--- src/bank_ctrl_pkg.sv ---
package bank_ctrl_pkg;

    typedef logic [13:0] dram_ra_t;                 // row address
    typedef logic [9:0]  dram_ca_t;                 // column address
    typedef logic [7:0]  timing_t;                  // one timing value, in clocks
    typedef logic [7:0]  apb_addr_t;                // apb byte address
    typedef logic [31:0] apb_data_t;                // apb data word

    typedef enum logic [2:0] {
        S_IDLE        = 3'd0,                       // bank closed
        S_ACTIVATING  = 3'd1,                       // waiting out trcd
        S_BANK_ACTIVE = 3'd2,                       // row open, rd/wr allowed
        S_PRECHARGING = 3'd3,                       // waiting out trp
        S_REFRESHING  = 3'd4                        // waiting out trfc
    } bank_state_e;

    // register map
    localparam apb_addr_t REG_T_RC     = 8'h00;
    localparam apb_addr_t REG_T_RAS    = 8'h04;
    localparam apb_addr_t REG_T_RCD    = 8'h08;
    localparam apb_addr_t REG_T_RP     = 8'h0C;
    localparam apb_addr_t REG_T_RTP    = 8'h10;
    localparam apb_addr_t REG_T_WTP    = 8'h14;
    localparam apb_addr_t REG_T_BURST  = 8'h18;
    localparam apb_addr_t REG_T_RFC    = 8'h1C;
    localparam apb_addr_t REG_ROW_OPEN = 8'h20;

    // power-up timing, in clocks
    localparam timing_t RST_T_RC     = 8'd20;
    localparam timing_t RST_T_RAS    = 8'd14;
    localparam timing_t RST_T_RCD    = 8'd5;
    localparam timing_t RST_T_RP     = 8'd5;
    localparam timing_t RST_T_RTP    = 8'd3;
    localparam timing_t RST_T_WTP    = 8'd8;
    localparam timing_t RST_T_BURST  = 8'd4;
    localparam timing_t RST_T_RFC    = 8'd30;
    localparam timing_t RST_ROW_OPEN = 8'd40;

endpackage
--- src/bank_timer_if.sv ---
`timescale 1ns/1ps

interface bank_timer_if;

    logic rc_met;                                   // act allowed after last act
    logic ras_met;                                  // row open long enough
    logic rcd_met;                                  // rd/wr allowed after act
    logic rp_met;                                   // precharge done
    logic rtp_met;                                  // pre allowed after rd
    logic wtp_met;                                  // pre allowed after wr
    logic burst_met;                                // next burst allowed
    logic rfc_met;                                  // refresh done
    logic row_open_met;                             // row idle long enough

    modport timers (
        output rc_met, ras_met, rcd_met, rp_met, rtp_met, wtp_met,
               burst_met, rfc_met, row_open_met
    );

    modport fsm (
        input  rc_met, ras_met, rcd_met, rp_met, rtp_met, wtp_met,
               burst_met, rfc_met, row_open_met
    );

endinterface

--- src/timing_cfg_if.sv ---
`timescale 1ns/1ps

interface timing_cfg_if;
    import bank_ctrl_pkg::*;

    timing_t t_rc;                                  // act to act
    timing_t t_ras;                                 // act to pre
    timing_t t_rcd;                                 // act to rd/wr
    timing_t t_rp;                                  // pre to act
    timing_t t_rtp;                                 // rd to pre
    timing_t t_wtp;                                 // wr to pre
    timing_t t_burst;                               // rd/wr spacing
    timing_t t_rfc;                                 // ref to act
    timing_t row_open;                              // idle row close limit

    modport regs (
        output t_rc, t_ras, t_rcd, t_rp, t_rtp, t_wtp, t_burst, t_rfc, row_open
    );

    modport timers (
        input  t_rc, t_ras, t_rcd, t_rp, t_rtp, t_wtp, t_burst, t_rfc, row_open
    );

endinterface

--- src/bank_ctrl_top.sv ---
`timescale 1ns/1ps

module bank_ctrl_top (
    input  logic                     clk,
    input  logic                     rst_n,
    // apb
    input  bank_ctrl_pkg::apb_addr_t paddr_i,
    input  logic                     psel_i,
    input  logic                     penable_i,
    input  logic                     pwrite_i,
    input  bank_ctrl_pkg::apb_data_t pwdata_i,
    output bank_ctrl_pkg::apb_data_t prdata_o,
    output logic                     pready_o,
    output logic                     pslverr_o,
    // request port
    input  logic                     req_valid_i,
    input  logic                     req_wr_i,
    input  bank_ctrl_pkg::dram_ra_t  req_ra_i,
    input  bank_ctrl_pkg::dram_ca_t  req_ca_i,
    output logic                     req_ready_o,
    // command requests to the scheduler
    output logic                     act_req_o,
    output logic                     rd_req_o,
    output logic                     wr_req_o,
    output logic                     pre_req_o,
    output logic                     ref_req_o,
    output bank_ctrl_pkg::dram_ra_t  ra_o,
    output bank_ctrl_pkg::dram_ca_t  ca_o,
    input  logic                     act_gnt_i,
    input  logic                     rd_gnt_i,
    input  logic                     wr_gnt_i,
    input  logic                     pre_gnt_i,
    input  logic                     ref_gnt_i,
    // refresh port
    input  logic                     ref_req_i,
    output logic                     ref_gnt_o
);

    timing_cfg_if cfg_if   ();                      // register values to timers
    bank_timer_if flags_if ();                      // met flags to fsm

    bank_timing_regs u_regs (
        .clk, .rst_n, .paddr_i, .psel_i, .penable_i, .pwrite_i, .pwdata_i,
        .prdata_o, .pready_o, .pslverr_o,
        .cfg   (cfg_if.regs)
    );

    bank_timers u_timers (
        .clk, .rst_n, .act_gnt_i, .rd_gnt_i, .wr_gnt_i, .pre_gnt_i, .ref_gnt_i,
        .cfg   (cfg_if.timers),
        .flags (flags_if.timers)
    );

    bank_fsm u_fsm (
        .clk, .rst_n,
        .flags (flags_if.fsm),
        .req_valid_i, .req_wr_i, .req_ra_i, .req_ca_i, .req_ready_o,
        .act_req_o, .rd_req_o, .wr_req_o, .pre_req_o, .ref_req_o,
        .act_gnt_i, .rd_gnt_i, .wr_gnt_i, .pre_gnt_i, .ref_gnt_i,
        .ra_o, .ca_o, .ref_req_i, .ref_gnt_o
    );

endmodule

--- src/bank_fsm.sv ---
`timescale 1ns/1ps

module bank_fsm (
    input  logic                    clk,
    input  logic                    rst_n,
    bank_timer_if.fsm               flags,
    input  logic                    req_valid_i,
    input  logic                    req_wr_i,
    input  bank_ctrl_pkg::dram_ra_t req_ra_i,
    input  bank_ctrl_pkg::dram_ca_t req_ca_i,
    output logic                    req_ready_o,
    output logic                    act_req_o,
    output logic                    rd_req_o,
    output logic                    wr_req_o,
    output logic                    pre_req_o,
    output logic                    ref_req_o,
    input  logic                    act_gnt_i,
    input  logic                    rd_gnt_i,
    input  logic                    wr_gnt_i,
    input  logic                    pre_gnt_i,
    input  logic                    ref_gnt_i,
    output bank_ctrl_pkg::dram_ra_t ra_o,
    output bank_ctrl_pkg::dram_ca_t ca_o,
    input  logic                    ref_req_i,
    output logic                    ref_gnt_o
);
    import bank_ctrl_pkg::*;

    bank_state_e state, state_n;
    dram_ra_t    open_ra;                           // currently open row
    logic        act_pend;                          // act raised, not yet granted
    logic        pre_pend;                          // pre raised, not yet granted
    logic        row_hit;
    logic        pre_ok;                            // all pre timings met

    assign row_hit = (req_ra_i == open_ra);
    assign pre_ok  = flags.ras_met & flags.rtp_met & flags.wtp_met;

    always_ff @(posedge clk) begin
        if (!rst_n) begin
            state    <= S_IDLE;
            act_pend <= 1'b0;
            pre_pend <= 1'b0;
        end else begin
            state    <= state_n;
            act_pend <= act_req_o & ~act_gnt_i;     // keep act stable under back-pressure
            pre_pend <= pre_req_o & ~pre_gnt_i;     // same for pre
        end
    end

    always_ff @(posedge clk) begin
        if (act_req_o && act_gnt_i)
            open_ra <= req_ra_i;                    // row latched on activate
    end

    always_comb begin
        state_n     = state;
        req_ready_o = 1'b0;
        act_req_o   = 1'b0;
        rd_req_o    = 1'b0;
        wr_req_o    = 1'b0;
        pre_req_o   = 1'b0;
        ref_req_o   = 1'b0;
        ref_gnt_o   = 1'b0;
        ra_o        = '0;
        ca_o        = '0;
        case (state)
            S_IDLE: begin
                if (!act_pend && flags.rc_met && ref_req_i) begin
                    ref_req_o = 1'b1;               // refresh wins over access
                    ref_gnt_o = ref_gnt_i;
                    if (ref_gnt_i)
                        state_n = S_REFRESHING;
                end else if (act_pend || (flags.rc_met && req_valid_i)) begin
                    act_req_o = 1'b1;
                    ra_o      = req_ra_i;
                    if (act_gnt_i)
                        state_n = S_ACTIVATING;
                end
            end
            S_ACTIVATING: begin
                if (flags.rcd_met)
                    state_n = S_BANK_ACTIVE;
            end
            S_BANK_ACTIVE: begin
                if (!pre_pend && req_valid_i && row_hit && flags.burst_met) begin
                    rd_req_o    = ~req_wr_i;
                    wr_req_o    = req_wr_i;
                    ra_o        = open_ra;
                    ca_o        = req_ca_i;
                    req_ready_o = req_wr_i ? wr_gnt_i : rd_gnt_i; // accept on grant
                end else if (pre_pend || (pre_ok && ((req_valid_i && !row_hit) ||
                             ref_req_i || (flags.row_open_met && !req_valid_i)))) begin
                    pre_req_o = 1'b1;               // miss, refresh or idle close
                    ra_o      = open_ra;
                    if (pre_gnt_i)
                        state_n = S_PRECHARGING;
                end
            end
            S_PRECHARGING: begin
                if (flags.rp_met)
                    state_n = S_IDLE;
            end
            S_REFRESHING: begin
                if (flags.rfc_met)
                    state_n = S_IDLE;
            end
            default: state_n = S_IDLE;              // unused encodings
        endcase
    end

endmodule

--- src/bank_timers.sv ---
`timescale 1ns/1ps

module bank_timers (
    input  logic         clk,
    input  logic         rst_n,
    input  logic         act_gnt_i,
    input  logic         rd_gnt_i,
    input  logic         wr_gnt_i,
    input  logic         pre_gnt_i,
    input  logic         ref_gnt_i,
    timing_cfg_if.timers cfg,
    bank_timer_if.timers flags
);
    import bank_ctrl_pkg::*;

    logic [8:0] load;                               // per-counter load strobe
    timing_t    ld_val [9];                         // per-counter load value
    timing_t    cnt    [9];                         // remaining blocked cycles
    logic [8:0] met;                                // counter reached zero

    assign load[0] = act_gnt_i;
    assign load[1] = act_gnt_i;
    assign load[2] = act_gnt_i;
    assign load[3] = pre_gnt_i;
    assign load[4] = rd_gnt_i;
    assign load[5] = wr_gnt_i;
    assign load[6] = rd_gnt_i | wr_gnt_i;
    assign load[7] = ref_gnt_i;
    assign load[8] = act_gnt_i | rd_gnt_i | wr_gnt_i;

    assign ld_val[0] = cfg.t_rc;
    assign ld_val[1] = cfg.t_ras;
    assign ld_val[2] = cfg.t_rcd;
    assign ld_val[3] = cfg.t_rp;
    assign ld_val[4] = cfg.t_rtp;
    assign ld_val[5] = cfg.t_wtp;
    assign ld_val[6] = cfg.t_burst;
    assign ld_val[7] = cfg.t_rfc;
    assign ld_val[8] = cfg.row_open;                // restarted by any row access

    for (genvar i = 0; i < 9; i++) begin : g_cnt
        always_ff @(posedge clk) begin
            if (!rst_n) begin
                cnt[i] <= '0;                       // nothing blocked after reset
            end else if (load[i]) begin
                cnt[i] <= ld_val[i];                // blocks for ld_val cycles
            end else if (cnt[i] != '0) begin
                cnt[i] <= cnt[i] - 8'd1;            // saturate at zero
            end
        end
        assign met[i] = (cnt[i] == '0);
    end

    assign flags.rc_met       = met[0];
    assign flags.ras_met      = met[1];
    assign flags.rcd_met      = met[2];
    assign flags.rp_met       = met[3];
    assign flags.rtp_met      = met[4];
    assign flags.wtp_met      = met[5];
    assign flags.burst_met    = met[6];
    assign flags.rfc_met      = met[7];
    assign flags.row_open_met = met[8];

endmodule

--- src/bank_timing_regs.sv ---
`timescale 1ns/1ps

module bank_timing_regs (
    input  logic                    clk,
    input  logic                    rst_n,
    input  bank_ctrl_pkg::apb_addr_t paddr_i,
    input  logic                    psel_i,
    input  logic                    penable_i,
    input  logic                    pwrite_i,
    input  bank_ctrl_pkg::apb_data_t pwdata_i,
    output bank_ctrl_pkg::apb_data_t prdata_o,
    output logic                    pready_o,
    output logic                    pslverr_o,
    timing_cfg_if.regs              cfg
);
    import bank_ctrl_pkg::*;

    timing_t    regs [9];                           // 0 rc .. 8 row_open
    logic [3:0] sel_idx;                            // decoded register index
    logic       hit;                                // offset is mapped
    logic       access;                             // apb access phase

    assign access = psel_i & penable_i;

    always_comb begin
        sel_idx = 4'd0;
        hit     = 1'b1;
        case (paddr_i)
            REG_T_RC:     sel_idx = 4'd0;
            REG_T_RAS:    sel_idx = 4'd1;
            REG_T_RCD:    sel_idx = 4'd2;
            REG_T_RP:     sel_idx = 4'd3;
            REG_T_RTP:    sel_idx = 4'd4;
            REG_T_WTP:    sel_idx = 4'd5;
            REG_T_BURST:  sel_idx = 4'd6;
            REG_T_RFC:    sel_idx = 4'd7;
            REG_ROW_OPEN: sel_idx = 4'd8;
            default:      hit     = 1'b0;       // hole in the map
        endcase
    end

    always_ff @(posedge clk) begin
        if (!rst_n) begin
            regs[0] <= RST_T_RC;
            regs[1] <= RST_T_RAS;
            regs[2] <= RST_T_RCD;
            regs[3] <= RST_T_RP;
            regs[4] <= RST_T_RTP;
            regs[5] <= RST_T_WTP;
            regs[6] <= RST_T_BURST;
            regs[7] <= RST_T_RFC;
            regs[8] <= RST_ROW_OPEN;
        end else if (access && pwrite_i && hit) begin
            regs[sel_idx] <= pwdata_i[7:0];         // only low byte is stored
        end
    end

    // read mux, zero outside a mapped read
    assign prdata_o  = (access && !pwrite_i && hit) ? {24'h0, regs[sel_idx]} : '0;
    assign pready_o  = 1'b1;                        // no wait states
    assign pslverr_o = access & ~hit;               // unmapped offset

    assign cfg.t_rc     = regs[0];
    assign cfg.t_ras    = regs[1];
    assign cfg.t_rcd    = regs[2];
    assign cfg.t_rp     = regs[3];
    assign cfg.t_rtp    = regs[4];
    assign cfg.t_wtp    = regs[5];
    assign cfg.t_burst  = regs[6];
    assign cfg.t_rfc    = regs[7];
    assign cfg.row_open = regs[8];

endmodule

--- config.mk ---
export PLATFORM = sky130hd
export DESIGN_NAME = bank_ctrl_top
export DESIGN_NICKNAME = d
export VERILOG_FILES = /design/src/bank_ctrl_pkg.sv /design/src/bank_timer_if.sv /design/src/timing_cfg_if.sv /design/src/bank_ctrl_top.sv /design/src/bank_fsm.sv /design/src/bank_timers.sv /design/src/bank_timing_regs.sv
export SDC_FILE = /design/constraint.sdc
export NUM_CORES = 1
export LEC_CHECK = 0
export ABC_AREA = 1
export BUFFER_PORTS_ARGS = -buffer_cell sky130_fd_sc_hd__buf_2
export CORE_UTILIZATION = 53
export CTS_BUF_LIST = sky130_fd_sc_hd__clkbuf_16
export DETAILED_ROUTE_END_ITERATION = 12
export PLACE_DENSITY = 0.78
export SYNTH_ARGS = -nofsm -noshare
export SYNTH_HDL_FRONTEND = slang
export SYNTH_HIERARCHICAL = 1
export SYNTH_SLANG_ARGS = --single-unit
--- constraint.sdc ---
create_clock -name clk -period 2.56 [get_ports clk]
set_input_delay 0.512 -clock clk [delete_from_list [all_inputs] [get_ports clk]]
set_output_delay 0.512 -clock clk [all_outputs]
set_load 0.01 [all_outputs]
Yosys cells after proc, flatten, opt, wreduce, memory -nomap -nowiden. Memories as Yosys holds them, arrays and structs flattened. Index checks and enable logic that the tools add are counted.

Add/subtract/negate cells: 9. Equality and inequality tests: 22. Bitwise logic cells: 31. Reduce and logical (&&, ||, !) cells: 46. Muxes and demuxes: 120.

Operators with widths (number): $mux W8 (20); $logic_not A8 Y1 (10); $mux W1 (80); $reduce_bool A8 Y1 (9); $sub A8 B1 Y8 const B (9); $mux W14 (4); $eq A8 B5 Y1 const B (4); $pmux W4 S8 (1); $mux W3 (10); $pmux W14 S2 (1); $or A1 B1 Y1 (21); $mux W10 (2); $eq A8 B4 Y1 const B (2); $pmux W3 S5 (1); $eq A14 B14 Y1 (1); $logic_and A1 B1 Y1 (14); $ne A2 B2 Y1 const B (5); $reduce_and A9 Y1 (1); $reduce_or A9 Y1 (1); $eq A8 B3 Y1 const B (1); $eq A8 B6 Y1 const B (1); $reduce_or A8 Y1 (1); $and A1 B1 Y1 (6); $eq A3 B2 Y1 const B (2); 11 further kinds (21).

Memories kept: 2. Output and inout port bits: 65. Word-level logic and storage cells: 234. Flip-flop bits (word level): 19. Bits of input ports: 77. RAM bits: 144.

Memories: u_regs.regs (depth 9, bits a word 8, read ports 10, clocked after memory_dff 0, wr ports 9, RTL line bank_timing_regs.sv:18) `timing_t regs [9];`; u_timers.cnt (depth 9, bits a word 8, read ports 9, clocked after memory_dff 0, wr ports 9, RTL line bank_timers.sv:18) `timing_t cnt [9];`.

Longest topological paths before layout.
Depth after elaboration: 11. Gate-level depth with buffers: 14. Mapped depth without buffers: 13.

Cells and area by module. Netlist, hierarchy kept.

By module, submodules not included: bank_timing_regs (times used 1, cells each 528, area an instance 4986.0 um^2, seq. area each 2882.8 um^2); bank_timers (times used 1, cells each 635, area an instance 4827.1 um^2, seq. area each 2162.1 um^2); bank_fsm (times used 1, cells each 213, area an instance 1451.4 um^2, seq. area each 520.5 um^2).

Worst setup path after synthesis. OpenSTA, ideal clock, no wires.

Path type: register to register. Start point: memory u_timers/cnt[0][3] in the netlist's numbering. End point: register u_fsm.open_ra[0] (enable). Arrival time: 2.146 ns. Data required time: 2.175 ns. Period minus slack after synthesis: 2.530 ns. Setup time: 0.385 ns. Path buffers: 1. Cell stages (with the launch flop): 9. Setup slack: 0.030 ns. Cell sequence: edfxtp_1 > nor2_4 > nand2_1 > nor2_1 > nand2_1 > nand2_1 > nand2_1 > buf_2 > nor2_1.

RTL lines: start, declared (RTL line bank_timers.sv:18); end signal, assigned (RTL line bank_fsm.sv:53) `open_ra <= req_ra_i;`; end, declared (RTL line bank_fsm.sv:30) `dram_ra_t open_ra;`.

Final worst setup path.
Start point: register u_fsm.open_ra[2]. End point: output ra_o[11].

Word-level cells in the longest chain between the ends: 10. Elaborated cells on any way between the ends: 12. Those cells by class: eq/ne (1); mux (3); reduce/logical (8).

RTL lines: $eq A14 B14 Y1 (*) (RTL line bank_fsm.sv:36) `assign row_hit = (req_ra_i == open_ra);`; $logic_not A1 Y1 (RTL line bank_fsm.sv:92) `end else if (pre_pend || (pre_ok && ((req_valid_i && !row_hit) ||`; $logic_and A1 B1 Y1 (RTL line bank_fsm.sv:92); $logic_or A1 B1 Y1 (RTL line bank_fsm.sv:92); $logic_or A1 B1 Y1 (RTL line bank_fsm.sv:93) `ref_req_i || (flags.row_open_met && !req_valid_i)))) begin`; $logic_and A1 B1 Y1 (RTL line bank_fsm.sv:92); $logic_or A1 B1 Y1 (RTL line bank_fsm.sv:92); $mux W14 (RTL line bank_fsm.sv:92); $mux W14 (*) (RTL line bank_fsm.sv:86) `if (!pre_pend && req_valid_i && row_hit && flags.burst_met) begin`; $pmux W14 S2 (*) (RTL line bank_fsm.sv:67) `case (state)`; end, declared (RTL line bank_ctrl_top.sv:27) `output bank_ctrl_pkg::dram_ra_t ra_o,`.

Mark *: on every way between the ends. The rest lies on a longest branch, timed or not.

==> impl_results.md <==
* Largest net degree at the start of global routing at 25
* Placed insts at about 1,800
* Synthesized area at ~0.011 mm^2
* Vias in the first global route at between 9,000 and 10,000
* Synth cell types at 48
* GP Congestion at 0.905
* PortBufs at roughly 90
* Relative slew slack at 55.0%
* Critical path peak fanout at 7
* Final Worst Setup Slack at -0.239 ns
* Drc violations at 0
* CTS tree: yes
* Dominant synthesized flop cell: edfxtp_1
* Worst path top cell family by delay: simple AND/OR/NAND/NOR gates
* EDFF count, synth at 182
* Reg2reg start: u_timers/cnt[0][0]
* Clock Tree Buf Depth at 2
* Syn avg cell area at 8.19 um^2
* Leak pwr at approximately 6.6 nW
* Setup TNS Final at -5.80 ns
* Via density at between 5 and 6
* Starting DRT DRC Count at 1,237
* CTS Hold Bufs at 0
* Top cell type's share of synthesized area at 48.5%
* Hold path start: req_ra_i[9]
* Routed WL at between 30,000 and 40,000 um
* Clock insertion delay at the later pin of the skew report at about 0.44 ns
* CTS root buffer: clkbuf_16
* # clock sinks at between 150 and 200
* Maxcap violations at 0
* Peak VDD IR at 530 uV
* Failing checks: setup timing
* Layout cells sized above 1 at between 20% and 30%
* Unrepaired setup endpoints after global routing: true
* Die Width at approximately 150 um
* Core box area at 0.0206 mm^2
* Critical Path Max Stage Delay at around 0.42 ns
* F_max at 357 MHz
* Required time of the critical path at between 2 and 2.5 ns
* PnR Total Power at between 9 and 10 mW
* CP Cell Sequence: nand2_1 > nand2_1 > nor2_2 > nand2_1 > nor2_2 > nand2_2 > nand2_2 > nand2_2 > nand2_4 > nand2_4 > nor2_4 > clkbuf_16 > o22ai_2 > buf_2
* Fin cells at 1,868
* CP Class: reg -> out
* Power per cell area at 646 mW/mm^2
* CP startpoint kind: flop
* Routed length per instance at ~17 um
* I/O pin count at approximately 140
* Die area at approximately 0.022 mm^2
* Die height at between 100 and 150 um
* Ant. Diodes at 0
* Top-count cell post-synth: nand2_1
* YS warnings at 6
* GRT Total Usage at 26.2%
* Drt first pass iters at 6
* Setup WS pre-CTS at -0.285 ns
* Num CTS Buffers at 17
* Hold WC Path Type: in -> reg
* Number of antenna violations at the first check in global routing at 0
* Critical Path Source: u_fsm/open_ra[2]
* Routed via count at between 10,000 and 15,000
* Top area cells in the synthesized netlist: edfxtp_1 49%, nand2_1 14%, nor2_1 8.3%
* Clock-pin slew on the worst setup and hold paths at around 0.08 ns
* Critical Path Slowest Stage Cell: edfxtp_1
* Total gr overflow at 0
* Core Rows at 52
* Critical path data arrival time at about 2.3 ns
* WP buf/inv at 2
* Initial Utilization at a little over half
* Final setup vio count at 37
* Max Slew Vio Count at 0
* Area Overhead vs Synth at 25.2%
* # H-tree levels at 4
* Largest area contributor in the netlist: edfxtp_1
* Final Hold Vio Count at 0
* Antenna-violating nets left at 0
* Synthesis-stage register bit count at 187
* Status: finished, violations left
* CP Capture Type: primary output
* Global-route wire length before repair at between 40,000 and 50,000 um
* Final critical-path required period at 2.80 ns
* Sequential fraction of the synthesis area at about half
* Post-DP HPWL at between 15,000 and 20,000 um
* Synth Instances at about 1,400
* Ys async rst share at 0%
* Period utilisation layout at 109%
* Worst-Margin Slew at about 0.67 ns
* Post-synth top cells: 421 x nand2_1, 249 x nor2_1, 182 x edfxtp_1, 169 x inv_1, 92 x nand3_1
* Clk_skew at around 0.013 ns
* Nets at between 1,500 and 2,000
* Hold slack at around 0.27 ns
==> where the power goes <==
part | leakage [nW] | total, mW | switching, mW | internal, mW
logic | 4.37 | 2.27 | 1.44 | 0.836
registers | 1.93 | 4.01 | 0.236 | 3.77
clock network | 0.298 | 2.83 | 1.19 | 1.64
total | 6.60 | 9.11 | 2.87 | 6.25
==> cell families (layout without fill, tap and decap cells) <==
kind of cell / count (synthesis) / in the layout / share of synthesized area (%)
simple gates: 836 / 841 / 33.2
other cells: 2 / 49 / 0.0667
compound gates: 76 / 76 / 4.63
fa+ha+maj: 18 / 18 / 2.00
buf+inv: 236 / 406 / 9.10
flops: 187 / 187 / 49.4
xor+xnor: 21 / 21 / 1.63
==> cells in the final DEF (no fill, tap or decap), types with 12 or more instances in the layout <==
master	instances
ha_1	16
nor2_4	28
clkinv_1	12
xor2_1	13
buf_6	17
buf_2	82
inv_1	159
conb_1	49
inv_2	19
nand2_2	20
edfxtp_1	182
nand3_1	87
buf_4	65
clkbuf_16	20
nor2_1	209
nand2_1	401
nor2_2	33
o21ai_0	31
==> worst register-to-register path, cell delays in order, from the launching register on <==
cell and delay (ns):
edfxtp_1 0.41, inv_2 0.11, ha_4 0.13, nand3_2 0.06, nor2_1 0.11, buf_4 0.18, nand2_2 0.07, nand2_2 0.09
nand2_4 0.10, buf_16 0.17, nor2_1 0.12, buf_4 0.19
==> path summary, 6_finish.rpt <==
path,slack (ns),depth (start not counted),end
worst min-delay path,0.27,1,u_fsm/open_ra[9]
worst min register to register,0.49,2,u_fsm/state[1]
worst max register to register,0.53,11,u_fsm/open_ra[5]
worst max-delay path,-0.24,14,ra_o[11]
==> per-stage QoR <==
stage                     utilization (%)  cell area, um^2
after floorplan                         -            11400
after global placement               59.7            12300
after detailed placement             59.7            12300
after CTS                            64.5            13300
after global routing                 68.6            14100
final                                68.6            14100
==> what timing repair did <==
item                                    CTS  global route
pin swaps                                22            59
setup buffers                            18            31
endpoints found under the setup margin   38            39
cloned                                    2             8
gates resized for setup                  56           117
==> routing by layer <==
metal | wire (um) | vias to the layer above | global-route usage (%)
met2 | 15000 | 601 | 45.4
met1 | 11700 | 4679 | 32.4
met5 | 0 | - | 0
met3 | 2910 | 149 | 3.30
li1 | - | 4755 | -
met4 | 1690 | 0 | 12.6
==> cell type report <==
class | instances | area (um^2)
Clock buffer | 17 | 425
Clock inverter | 15 | 196
Fill cell | 1478 | 6460
Inverter | 191 | 727
Multi-Input combinational cell | 1005 | 5380
Sequential cell | 187 | 5570
Tap cell | 270 | 338
Timing Repair Buffer | 183 | 1470
==> flip-flops by register name (all words and copies together), names as in the netlist <==
signal,cells
u_regs/regs,96
u_fsm/open_ra,14
u_fsm/state,3
u_fsm/pre_pend,1
u_timers/cnt,72
u_fsm/act_pend,1
Note: power is estimated with default switching activity, not from simulation.
